--- config.mk ---
export PLATFORM = sky130hd
export DESIGN_NAME = mbus_master_layer
export DESIGN_NICKNAME = d
export VERILOG_FILES = /design/src/verilog/mbus_pkg.sv /design/src/verilog/mbus_shift_unit.sv /design/src/verilog/mbus_bus_ctrl.sv /design/src/verilog/mbus_wire_ctrl.sv /design/src/verilog/mbus_int_ctrl.sv /design/src/verilog/mbus_master_layer.sv
export SDC_FILE = /design/constraint.sdc
export NUM_CORES = 1
export LEC_CHECK = 0
export ABC_AREA = 1
export BUFFER_PORTS_ARGS = -buffer_cell sky130_fd_sc_hd__buf_2
export CAP_MARGIN = 20
export CORE_ASPECT_RATIO = 1.75
export CORE_MARGIN = 5
export CORE_UTILIZATION = 40
export CTS_CLUSTER_SIZE = 30
export DETAILED_ROUTE_END_ITERATION = 7
export SLEW_MARGIN = 20
export SYNTH_ARGS = -nofsm -noshare
export SYNTH_HDL_FRONTEND = slang
export SYNTH_SLANG_ARGS = --single-unit
--- constraint.sdc ---
create_clock -name clk_ext -period 16.1 [get_ports clk_ext]
set_input_delay 3.22 -clock clk_ext [delete_from_list [all_inputs] [get_ports clk_ext]]
set_output_delay 3.22 -clock clk_ext [all_outputs]
set_load 0.01 [all_outputs]
--- src/verilog/mbus_pkg.sv ---
package mbus_pkg;

   // ####################################################################
   // Message widths
   // ####################################################################

   typedef logic [31:0] mbus_addr_t;
   typedef logic [31:0] mbus_data_t;
   typedef logic [63:0] mbus_payload_t;          // Address then data
   typedef logic [23:0] mbus_prefix_t;
   typedef logic [6:0]  mbus_cnt_t;

   localparam mbus_prefix_t NODE_PREFIX  = 24'haaaaab;
   localparam mbus_prefix_t BCAST_PREFIX = 24'h000000;
   localparam mbus_addr_t   INT_ADDR     = 32'h0000_00f0;  // Broadcast channel

   // ####################################################################
   // Frame timing
   // ####################################################################

   localparam int FRAME_BITS = 67;               // Start, payload, EOM, ACK
   localparam int BIT_CYCLES = 2;
   localparam int PH_W       = $clog2(BIT_CYCLES);

   typedef logic [PH_W-1:0] mbus_ph_t;

   localparam mbus_ph_t  PH_LAST      = mbus_ph_t'(BIT_CYCLES - 1);
   localparam mbus_ph_t  PH_HIGH      = mbus_ph_t'(BIT_CYCLES / 2);  // First clock-high phase
   localparam mbus_cnt_t ADDR_LAST    = mbus_cnt_t'($bits(mbus_addr_t) - 1);
   localparam mbus_cnt_t PAYLOAD_LAST = mbus_cnt_t'(FRAME_BITS - 3 - 1);

   typedef enum logic [2:0] {
      IDLE,
      ARB,
      START,
      PAYLOAD,
      EOM,
      ACK,
      DONE
   } bus_state_t;

endpackage

--- src/verilog/mbus_shift_unit.sv ---
`timescale 1ns/1ps

module mbus_shift_unit
   import mbus_pkg::*;
(
   input  logic       clk_ext,
   input  logic       rst_n,
   input  logic       load,
   input  mbus_addr_t load_addr,
   input  mbus_data_t load_data,
   input  logic       shift_out,
   input  logic       shift_in,
   input  logic       din_bit,
   input  logic       clear,
   output logic       dout_bit,
   output mbus_cnt_t  bit_cnt,
   output mbus_addr_t rcv_addr,
   output mbus_data_t rcv_data,
   output logic       addr_match,
   output logic       addr_bcast
);

   mbus_payload_t tx_sr;
   mbus_payload_t rx_sr;
   mbus_prefix_t  new_prefix;

   // Prefix as it stands once the current bit is shifted in
   assign new_prefix = rx_sr[30:7];

   assign dout_bit = tx_sr[63];              // MSB first
   assign rcv_addr = rx_sr[63:32];
   assign rcv_data = rx_sr[31:0];

   // ####################################################################
   // Bit counter and address match
   // ####################################################################

   always_ff @(posedge clk_ext) begin
      if (!rst_n) begin
         bit_cnt    <= '0;
         addr_match <= 1'b0;
         addr_bcast <= 1'b0;
      end else if (clear) begin
         bit_cnt    <= '0;
         addr_match <= 1'b0;
         addr_bcast <= 1'b0;
      end else if (shift_out || shift_in) begin
         bit_cnt <= bit_cnt + 7'd1;
         if (shift_in && bit_cnt == ADDR_LAST) begin
            addr_match <= (new_prefix == NODE_PREFIX);
            addr_bcast <= (new_prefix == BCAST_PREFIX);
         end
      end
   end

   // ####################################################################
   // Shift registers
   // ####################################################################

   always_ff @(posedge clk_ext) begin
      if (load) begin
         tx_sr <= {load_addr, load_data};
      end else if (shift_out) begin
         tx_sr <= {tx_sr[62:0], 1'b0};
      end
   end

   always_ff @(posedge clk_ext) begin
      if (shift_in) begin
         rx_sr <= {rx_sr[62:0], din_bit};
      end
   end

endmodule

--- src/verilog/mbus_bus_ctrl.sv ---
`timescale 1ns/1ps

module mbus_bus_ctrl
   import mbus_pkg::*;
(
   input  logic       clk_ext,
   input  logic       rst_n,
   input  logic       din,
   input  logic       clkin,
   input  mbus_addr_t tx_addr,
   input  mbus_data_t tx_data,
   input  logic       tx_req,
   input  logic       tx_priority,
   input  logic       tx_resp_ack,
   input  logic       rx_ack,
   input  logic       ext_int,
   output logic       dout_from_bus,
   output logic       clkout_from_bus,
   output logic       tx_ack,
   output logic       tx_succ,
   output logic       tx_fail,
   output mbus_addr_t rx_addr,
   output mbus_data_t rx_data,
   output logic       rx_req,
   output logic       rx_broadcast,
   output logic       clr_ext_int,
   output logic       clr_busy,
   output logic       bus_idle
);

   bus_state_t state;
   mbus_ph_t   ph_cnt;
   logic       bit_end;
   logic       frame_start;
   logic       tx_ready;
   logic       member_req;
   logic       member_win;
   logic       rx_mode;
   logic       int_mode;
   logic       tx_frame;
   logic       ack_in;
   logic       ack_out;
   logic       rx_accept;

   logic       su_load;
   logic       su_shift_out;
   logic       su_shift_in;
   logic       su_clear;
   mbus_addr_t su_load_addr;
   mbus_data_t su_load_data;
   logic       su_dout;
   mbus_cnt_t  bit_cnt;
   mbus_addr_t rcv_addr;
   mbus_data_t rcv_data;
   logic       addr_match;
   logic       addr_bcast;

   assign bit_end     = (ph_cnt == PH_LAST);
   assign frame_start = (state == START) && (ph_cnt == '0);
   assign tx_frame    = !rx_mode && !int_mode;
   assign tx_ready    = tx_req && !tx_ack && !tx_succ && !tx_fail && !tx_resp_ack;
   assign member_win  = (member_req || !din) && !ext_int && !(tx_ready && tx_priority);
   assign rx_accept   = (state == DONE) && rx_mode && ack_out;

   assign bus_idle    = (state == IDLE) || (state == ARB);
   assign clr_ext_int = frame_start && int_mode;
   assign clr_busy    = (state == DONE) && int_mode;

   // Bus clock low for the first half of each bit
   assign clkout_from_bus = (state == IDLE || state == DONE) ? 1'b1 : (ph_cnt >= PH_HIGH);

   // ####################################################################
   // Bit phase and frame FSM
   // ####################################################################

   always_ff @(posedge clk_ext) begin
      if (!rst_n) begin
         ph_cnt <= '0;
      end else if (state == IDLE || state == DONE || bit_end) begin
         ph_cnt <= '0;
      end else begin
         ph_cnt <= ph_cnt + 1'b1;
      end
   end

   always_ff @(posedge clk_ext) begin
      if (!rst_n) begin
         state      <= IDLE;
         member_req <= 1'b0;
         rx_mode    <= 1'b0;
         int_mode   <= 1'b0;
      end else begin
         case (state)
            IDLE: begin
               if (clkin && (!din || ext_int || tx_ready)) begin
                  state      <= ARB;
                  member_req <= !din;
               end
            end
            ARB: begin
               if (bit_end) begin
                  if (member_win) begin
                     state    <= START;
                     rx_mode  <= 1'b1;
                     int_mode <= 1'b0;
                  end else if (ext_int) begin      // Interrupt goes ahead of tx
                     state    <= START;
                     rx_mode  <= 1'b0;
                     int_mode <= 1'b1;
                  end else if (tx_ready) begin
                     state    <= START;
                     rx_mode  <= 1'b0;
                     int_mode <= 1'b0;
                  end else begin
                     state <= IDLE;
                  end
               end
            end
            START: begin
               if (bit_end) begin
                  state <= PAYLOAD;
               end
            end
            PAYLOAD: begin
               if (bit_end && bit_cnt == PAYLOAD_LAST) begin
                  state <= EOM;
               end
            end
            EOM: begin
               if (bit_end) begin
                  state <= ACK;
               end
            end
            ACK: begin
               if (bit_end) begin
                  state <= DONE;
               end
            end
            DONE: state <= IDLE;
            default: state <= IDLE;
         endcase
      end
   end

   // ####################################################################
   // Local handshakes
   // ####################################################################

   always_ff @(posedge clk_ext) begin
      if (!rst_n) begin
         tx_ack       <= 1'b0;
         tx_succ      <= 1'b0;
         tx_fail      <= 1'b0;
         ack_in       <= 1'b0;
         ack_out      <= 1'b0;
         rx_req       <= 1'b0;
         rx_broadcast <= 1'b0;
      end else begin
         if (frame_start && tx_frame) begin
            tx_ack <= 1'b1;
         end else if (!tx_req) begin
            tx_ack <= 1'b0;
         end

         if (state == ACK && bit_end && !rx_mode) begin
            ack_in <= din;                      // Receiver's acknowledge
         end

         // Refuse while the last message is still with the layer
         if (state == EOM && bit_end && rx_mode) begin
            ack_out <= din && (addr_match || addr_bcast) && !rx_req && !rx_ack;
         end

         if (state == DONE && tx_frame) begin
            tx_succ <= ack_in;
            tx_fail <= !ack_in;
         end else if (tx_resp_ack) begin
            tx_succ <= 1'b0;
            tx_fail <= 1'b0;
         end

         if (rx_accept) begin
            rx_req       <= 1'b1;
            rx_broadcast <= addr_bcast;
         end else if (rx_ack) begin
            rx_req <= 1'b0;
         end
      end
   end

   always_ff @(posedge clk_ext) begin
      if (rx_accept) begin
         rx_addr <= rcv_addr;
         rx_data <= rcv_data;
      end
   end

   // ####################################################################
   // Data path
   // ####################################################################

   always_comb begin
      dout_from_bus = 1'b1;
      if (!rx_mode) begin
         if (state == START) begin
            dout_from_bus = 1'b0;
         end else if (state == PAYLOAD) begin
            dout_from_bus = su_dout;
         end
      end else if (state == ACK) begin
         dout_from_bus = ack_out;
      end
   end

   assign su_load      = frame_start && !rx_mode;
   assign su_shift_out = (state == PAYLOAD) && bit_end && !rx_mode;
   assign su_shift_in  = (state == PAYLOAD) && bit_end && rx_mode;
   assign su_clear     = (state == IDLE);
   assign su_load_addr = int_mode ? INT_ADDR : tx_addr;
   assign su_load_data = int_mode ? '0 : tx_data;

   mbus_shift_unit su0 (
      .clk_ext    (clk_ext),
      .rst_n      (rst_n),
      .load       (su_load),
      .load_addr  (su_load_addr),
      .load_data  (su_load_data),
      .shift_out  (su_shift_out),
      .shift_in   (su_shift_in),
      .din_bit    (din),
      .clear      (su_clear),
      .dout_bit   (su_dout),
      .bit_cnt    (bit_cnt),
      .rcv_addr   (rcv_addr),
      .rcv_data   (rcv_data),
      .addr_match (addr_match),
      .addr_bcast (addr_bcast)
   );

endmodule

--- src/verilog/mbus_wire_ctrl.sv ---
`timescale 1ns/1ps

module mbus_wire_ctrl (
   input  logic clk_ext,
   input  logic rst_n,
   input  logic dout_from_bus,
   input  logic clkout_from_bus,
   input  logic bus_idle,
   input  logic ext_int_to_wire,
   output logic dout,
   output logic clkout
);

   logic wake_pull;

   // Pull the ring low to request the bus before the controller starts
   assign wake_pull = ext_int_to_wire && bus_idle && clkout_from_bus;

   always_ff @(posedge clk_ext) begin
      if (!rst_n) begin
         dout   <= 1'b1;                        // Idle ring level
         clkout <= 1'b1;
      end else begin
         clkout <= clkout_from_bus;
         dout   <= wake_pull ? 1'b0 : dout_from_bus;
      end
   end

endmodule

--- src/verilog/mbus_int_ctrl.sv ---
`timescale 1ns/1ps

module mbus_int_ctrl (
   input  logic clk_ext,
   input  logic rst_n,
   input  logic irq,
   input  logic clr_ext_int,
   input  logic clr_busy,
   output logic ext_int_to_wire,
   output logic ext_int_to_bus
);

   logic irq_q;
   logic irq_rise;
   logic pending;
   logic busy;
   logic int_active;

   assign irq_rise   = irq && !irq_q;
   assign int_active = pending && !busy;

   assign ext_int_to_wire = int_active;
   assign ext_int_to_bus  = int_active;

   always_ff @(posedge clk_ext) begin
      if (!rst_n) begin
         irq_q   <= 1'b0;
         pending <= 1'b0;
         busy    <= 1'b0;
      end else begin
         irq_q <= irq;

         // A new edge wins over the clear from the bus
         pending <= irq_rise || (pending && !clr_ext_int);

         if (clr_ext_int) begin
            busy <= 1'b1;                       // Interrupt frame on the wire
         end else if (clr_busy) begin
            busy <= 1'b0;
         end
      end
   end

endmodule

--- src/verilog/mbus_master_layer.sv ---
`timescale 1ns/1ps

module mbus_master_layer
   import mbus_pkg::*;
(
   input  logic       clk_ext,
   input  logic       rst_n,
   input  logic       clkin,
   input  logic       din,
   output logic       clkout,
   output logic       dout,
   input  mbus_addr_t tx_addr,
   input  mbus_data_t tx_data,
   input  logic       tx_req,
   input  logic       tx_priority,
   output logic       tx_ack,
   output mbus_addr_t rx_addr,
   output mbus_data_t rx_data,
   output logic       rx_req,
   input  logic       rx_ack,
   output logic       rx_broadcast,
   output logic       tx_fail,
   output logic       tx_succ,
   input  logic       tx_resp_ack,
   input  logic       irq
);

   logic w_m0wc0_clkout;
   logic w_m0wc0_dout;
   logic bus_idle;
   logic ext_int_to_wire;
   logic ext_int_to_bus;
   logic clr_ext_int;
   logic clr_busy;

   mbus_bus_ctrl m0 (
      .clk_ext         (clk_ext),
      .rst_n           (rst_n),
      .din             (din),
      .clkin           (clkin),
      .tx_addr         (tx_addr),
      .tx_data         (tx_data),
      .tx_req          (tx_req),
      .tx_priority     (tx_priority),
      .tx_resp_ack     (tx_resp_ack),
      .rx_ack          (rx_ack),
      .ext_int         (ext_int_to_bus),
      .dout_from_bus   (w_m0wc0_dout),
      .clkout_from_bus (w_m0wc0_clkout),
      .tx_ack          (tx_ack),
      .tx_succ         (tx_succ),
      .tx_fail         (tx_fail),
      .rx_addr         (rx_addr),
      .rx_data         (rx_data),
      .rx_req          (rx_req),
      .rx_broadcast    (rx_broadcast),
      .clr_ext_int     (clr_ext_int),
      .clr_busy        (clr_busy),
      .bus_idle        (bus_idle)
   );

   // Always-on pin stage
   mbus_wire_ctrl wc0 (
      .clk_ext         (clk_ext),
      .rst_n           (rst_n),
      .dout_from_bus   (w_m0wc0_dout),
      .clkout_from_bus (w_m0wc0_clkout),
      .bus_idle        (bus_idle),
      .ext_int_to_wire (ext_int_to_wire),
      .dout            (dout),
      .clkout          (clkout)
   );

   // Always-on interrupt tracking
   mbus_int_ctrl mic0 (
      .clk_ext         (clk_ext),
      .rst_n           (rst_n),
      .irq             (irq),
      .clr_ext_int     (clr_ext_int),
      .clr_busy        (clr_busy),
      .ext_int_to_wire (ext_int_to_wire),
      .ext_int_to_bus  (ext_int_to_bus)
   );

endmodule

==> results of run 1 <==
==> area by class of cell <==
| type | instances | area [um2] | area share [%] |
|---|---|---|---|
| repair buffers | 146 | 738.2 | 7.689 |
| inverters | 41 | 156.4 | 1.629 |
| clock inverters | 15 | 167.7 | 1.746 |
| clock buffers | 23 | 533.0 | 5.552 |
| multi-input cells | 228 | 1373 | 14.30 |
| flip-flops and latches | 220 | 6326 | 65.89 |
| well taps | 245 | 306.5 | 3.193 |
==> through the flow <==
stage / instance area, um2 / hold WS (ns) / std cells
after detailed placement: 8895 / 0.4095 / 880
after floorplan: 7905 / 0.3988 / 502
after CTS: 9595 / 0.4188 / 918
after global routing: 9600 / 0.4496 / 918
final: 9600 / 0.4147 / 918
after global placement: 8895 / 0.4093 / 880
==> layer usage <==
metal / GRT usage [%] / share of wire [%]
met1: 16.48 / 39
met2: 21.42 / 50
met3: 3.611 / 9.0
met4: 4.602 / 1.8
met5: 0 / 0
==> sequential cells by signal, indices dropped and copies added (netlist names), 3 cells and up <==
signal          flops
m0.rx_data         32
m0.rx_addr         32
m0.su0.bit_cnt      7
m0.su0.tx_sr       64
m0.state            3
m0.su0.rx_sr       64
==> path summary, 6_finish.rpt <==
| kind | end | cells after the start | slack (ns) | from |
|---|---|---|---|---|
| hold / removal | mic0.pending$_SDFF_PN0_ | 1 | 0.41 | mic0.irq_q$_SDFF_PN0_ |
| setup reg to reg | m0.su0.tx_sr[56]$_DFFE_PP_ | 8 | 13.63 | m0.state[2]$_SDFFE_PN0P_ |
| setup / recovery | rx_data[0] | 1 | 11.84 | m0.rx_data[0]$_DFFE_PP_ |
| hold reg to reg | mic0.pending$_SDFF_PN0_ | 1 | 0.41 | mic0.irq_q$_SDFF_PN0_ |
==> worst register-to-register path, delay by kind of cell, from the launching register on <==
kind	cells	cell delay [ns]
compound gates	1	0.15
buf+inv	3	0.86
flops	1	0.35
simple gates	4	0.68
==> power by group through the flow <==
stage          registers [mW]  logic (mW)  clock network, mW
6_report                0.706       0.177              0.500
5_1_grt                 0.710       0.195              0.539
4_1_cts                 0.706       0.179              0.516
3_5_place_dp            0.717       0.181                  0
3_3_place_gp            0.717       0.175                  0
2_1_floorplan           0.719       0.138                  0
==> placed cells by master, fill, tap and decap left out, types with 4 or more instances in the layout <==
cell	count
clkinv_1	4
clkinvlp_4	4
inv_1	36
nand3_1	17
nand2_1	48
nor2_1	34
o22a_1	4
dfxtp_1	28
o21ai_0	8
nand4_1	8
a22o_1	59
clkbuf_16	21
buf_2	143
a21oi_1	19
nor3_1	8
edfxtp_1	192
==> cell families (layout without fill, tap and decap cells) <==
group | count (synthesis) | in the layout | share of synthesized area [%]
AOI/OAI and AO/OA | 94 | 94 | 9.038
DFF | 220 | 220 | 80.03
and+or+nand+nor | 131 | 131 | 7.613
adders and majority gates | 1 | 1 | 0.1583
buffers and inverters | 54 | 225 | 2.944
xor gates and xnor gates | 2 | 2 | 0.2216
==> flow_metrics.env, run 1 <==
export IMPL_crit_fanout=1
export IMPL_power_frac_clock_pct=36.2
export IMPL_clkSinkCount=220
export IMPL_layout_drive_gt1_share_pct=28.97
export IMPL_total_power_mw=1.382
export IMPL_start_util_pct=40.40
export IMPL_final_nets=732
export IMPL_yosysSeqAreaShare_pct=80.03
export IMPL_postCtsHoldBufs=0
export IMPL_cts_resized=0
export IMPL_die_w_um=116.3
export IMPL_pre_cts_slack_ns=11.80
export IMPL_final_util_pct=49.06
export IMPL_dpl_hpwl_um=10250
export IMPL_drt_total_wl_um=15300
export IMPL_drt_pass1_iterations=5
export IMPL_clkLatencyLatePin_ns=0.49
export IMPL_crit_type="register to output port"
export IMPL_route_vias_total=4652
export IMPL_core_area_um2=19570
export IMPL_synth_top_area_cell="edfxtp_1"
export IMPL_setup_ws_ns=11.84
export IMPL_n_fill_cell=1721
export IMPL_drc=0
export IMPL_synth_avg_cell_area_um2=15.75
export IMPL_dieArea_um2=22790
export IMPL_syn_area_um2=7905
export IMPL_die_height_um=196.0
export IMPL_slowest_stage="edfxtp_1"
export IMPL_worst_setup_path_start_kind="register"
export IMPL_slew_headroom_pct=42.65
export IMPL_synth_cell_type_count=31
export IMPL_synth_flop_cell="edfxtp_1"
export IMPL_syn2layout_area_growth_pct=21.45
export IMPL_synth_top_area_share_pct=72.93
export IMPL_max_cap_violations=0
export IMPL_synth_ff_latch_count=220
export IMPL_gp_congestion=0.8626
export IMPL_synth_edff_count=192
export IMPL_comb_power_share_pct=12.8
export IMPL_ys_warn_count=0
export IMPL_cts_buffers=21
export IMPL_setup_viol=0
export IMPL_grt_use_total_pct=13.06
export IMPL_ioPinCount=144
export IMPL_cts_tree="yes"
export IMPL_root_buffer="clkbuf_16"
export IMPL_initialDrtViolationCount=269
export IMPL_min_path_type="register to register"
export IMPL_pwr_density_cell_nw_per_um2=143.9
export IMPL_finalCriticalPeriod_ns=4.260
export IMPL_ys_top_cells_by_count="edfxtp_1, a22o_1, nand2_1"
export IMPL_antennaDiodeCount=0
export IMPL_pwr_share_seq_pct=51.1
export IMPL_antenna_found_initial=0
export IMPL_cpPeakStageDelay_ns=0.39
export IMPL_switching_power_uw=334.7
export IMPL_status="completed"
export IMPL_htreeDepth=1
export IMPL_synth_area_top_cells="edfxtp_1, dfxtp_1, a22o_1, nand2_1, inv_1"
export IMPL_worstMarginPinSlew_ns=0.8603
export IMPL_setup_tns_final_ns=0
export IMPL_crit_chain="buf_2"
export IMPL_swShare_pct=24.22
export IMPL_yosysMostFrequentCell="edfxtp_1"
export IMPL_path_clk_slew_ns=0.07
export IMPL_async_reset_ff_share_pct=0
export IMPL_finalMaxSlewViolations=0
export IMPL_postCtsSetupBuffers=0
export IMPL_portBuffers=143
export IMPL_min_period_over_period_pct=26.46
export IMPL_finClkSkew_ns=0.01177
export IMPL_grt_ovfl_total=0
export IMPL_max_freq_mhz=234.8
export IMPL_ant_nets=0
export IMPL_required_ns=12.88
export IMPL_rsz0062_at_grt="no"
export IMPL_clock_path_buffers=3
export IMPL_grt_pass1_wl_um=24250
export IMPL_p_leak_nw=3.468
export IMPL_peakVddDrop_v=0.0001254
export IMPL_synth_cells=502
export IMPL_hold_viol_final=0
export IMPL_cpLargestDelayFamily="flip-flops"
export IMPL_cp_num_buf_inv=1
export IMPL_grt_pass1_vias=4761
export IMPL_worstSetupEndpointType="output port"
export IMPL_wire_per_inst_um=16.67
export IMPL_rows=68
export IMPL_crit_arrival_ns=1.04
export IMPL_cellInternalPower_mw=1.047
export IMPL_synth_nets=576
export IMPL_via_per_inst=5.068
export IMPL_grt_max_degree=68
(Power assumes the default switching activity.)
==> run 2: changes to the inputs <==
==> constraint.sdc (replaced) <==
create_clock -name clk_ext -period 4.3 [get_ports clk_ext]
set_input_delay 0.86 -clock clk_ext [delete_from_list [all_inputs] [get_ports clk_ext]]
set_output_delay 0.86 -clock clk_ext [all_outputs]
set_load 0.01 [all_outputs]
==> flow_metrics.env, run 2 (synthesized netlist as in run 1, its figures left out) <==
export IMPL_status="completed"
export IMPL_crit_chain="clkinv_1, nand2_2, buf_4, o21ai_4, buf_4"
export IMPL_portBuffers=143
export IMPL_mostFrequentLayoutCells="edfxtp_1, buf_2, a22o_1, nand2_1, inv_1"
export IMPL_min_from="mic0.irq_q$_SDFF_PN0_"
export IMPL_hold_path_depth=1
export IMPL_required_ns=4.51
export IMPL_setup_tns_final_ns=0
export IMPL_ant_nets=0
export IMPL_crit_type="register to register"
export IMPL_finalMaxSlewViolations=0
export IMPL_gp_congestion=0.8716
export IMPL_worstMarginPinSlew_ns=0.8525
export IMPL_r2r_start="m0.rx_mode$_SDFFE_PN0P_"
export IMPL_setup_viol=0
export IMPL_n_fill_cell=1704
export IMPL_clkSinkCount=220
export IMPL_total_power_mw=5.030
export IMPL_drt_total_wl_um=15110
export IMPL_drt_pass1_iterations=5
export IMPL_die_w_um=116.3
export IMPL_power_frac_clock_pct=34.1
export IMPL_syn2layout_area_growth_pct=20.81
export IMPL_root_buffer="clkbuf_16"
export IMPL_antennaDiodeCount=0
export IMPL_timing_hold_ws_ns=0.4157
export IMPL_postCtsSetupBuffers=0
export IMPL_cts_resized=0
export IMPL_setup_ws_ns=1.891
export IMPL_min_path_type="register to register"
export IMPL_drc=0
export IMPL_hold_viol_final=0
export IMPL_antenna_found_initial=0
export IMPL_die_height_um=196.0
export IMPL_dpl_hpwl_um=10180
export IMPL_peakVddDrop_v=0.0004228
export IMPL_grt_max_degree=68
export IMPL_layout_drive_gt1_share_pct=28.97
export IMPL_grt_use_total_pct=12.90
export IMPL_crit_fanout=61
export IMPL_wire_per_inst_um=16.46
export IMPL_p_leak_nw=3.467
export IMPL_rsz0062_at_grt="no"
export IMPL_cpPeakStageDelay_ns=0.52
export IMPL_via_per_inst=5.031
export IMPL_cp_common_cell="buf_4"
export IMPL_worstSetupEndpointType="register"
export IMPL_design_area_um2=9550
export IMPL_comb_power_share_pct=13.4
export IMPL_core_area_um2=19570
export IMPL_dieArea_um2=22790
export IMPL_final_common_cell="edfxtp_1"
export IMPL_cellInternalPower_mw=3.800
export IMPL_cts_buffers=21
export IMPL_path_clk_slew_ns=0.06
export IMPL_worst_setup_path_start_kind="register"
export IMPL_final_nets=734
export IMPL_finalCriticalPeriod_ns=2.409
export IMPL_swShare_pct=24.46
export IMPL_start_util_pct=40.40
export IMPL_critical_path_startpoint="m0.rx_mode$_SDFFE_PN0P_"
export IMPL_postCtsHoldBufs=0
export IMPL_pre_cts_slack_ns=1.893
export IMPL_rows=68
export IMPL_pwr_share_seq_pct=52.5
export IMPL_slew_headroom_pct=43.16
export IMPL_max_cap_violations=0
export IMPL_pwr_density_cell_nw_per_um2=526.7
export IMPL_clock_path_buffers=3
export IMPL_grt_pass1_vias=4792
export IMPL_grt_pass1_wl_um=24060
export IMPL_initialDrtViolationCount=280
export IMPL_htreeDepth=1
export IMPL_ioPinCount=144
export IMPL_grt_ovfl_total=0
export IMPL_switching_power_mw=1.231
export IMPL_crit_arrival_ns=2.62
export IMPL_clkLatencyLatePin_ns=0.49
export IMPL_cts_tree="yes"
export IMPL_largest_registers="m0.su0.rx_sr (64), m0.su0.tx_sr (64)"
export IMPL_slowest_stage="buf_4"
export IMPL_placed_cell_area_um2=8916
export IMPL_r2r_cells=5
export IMPL_route_vias_total=4618
export IMPL_max_freq_mhz=415.1
export IMPL_min_period_over_period_pct=56.03
export IMPL_finClkSkew_ns=0.01491
-- run 2: routing by layer --
metal  track usage, %  wire [um]
met5                0          0
met4            3.871        334
met3            2.593       1122
met2            21.00       7253
met1            17.40       6403
-- run 2: critical path, delay by kind of cell, from the launching register on --
family                 cells  cell delay, ns
buffers and inverters      3            1.19
flip-flops                 1            0.43
AO/OA/AOI/OAI              1            0.34
AND/OR/NAND/NOR            1            0.16
-- run 2: final timing paths --
| check | slack (ns) | to |
|---|---|---|
| hold / removal | 0.42 | mic0.pending$_SDFF_PN0_ |
| setup / recovery | 1.89 | m0.su0.tx_sr[53]$_DFFE_PP_ |
| hold reg to reg | 0.42 | mic0.pending$_SDFF_PN0_ |
| setup reg to reg | 1.89 | m0.su0.tx_sr[53]$_DFFE_PP_ |
-- run 2: power groups by stage --
stage	registers, mW	logic (mW)	clock network (mW)
2_1_floorplan	2.68	0.518	0
3_3_place_gp	2.68	0.656	0
3_5_place_dp	2.68	0.691	0
4_1_cts	2.64	0.681	1.78
5_1_grt	2.65	0.749	1.86
6_report	2.64	0.673	1.72
-- run 2: through the flow --
step           cells  utilization (%)
2_1_floorplan    502                -
3_3_place_gp     882            45.56
3_5_place_dp     882            45.56
4_1_cts          918            48.80
5_1_grt          918            48.80
6_report         918            48.80
-- run 2: area by class of cell --
class / instances / area [um2] / area share [%]
timing repair buffer: 148 / 753.2 / 7.887
inverter: 41 / 156.4 / 1.638
clock inverter: 12 / 97.59 / 1.022
tap: 245 / 306.5 / 3.210
clock buffer: 24 / 536.8 / 5.620
multi-input combinational: 228 / 1374 / 14.38
sequential: 220 / 6326 / 66.24
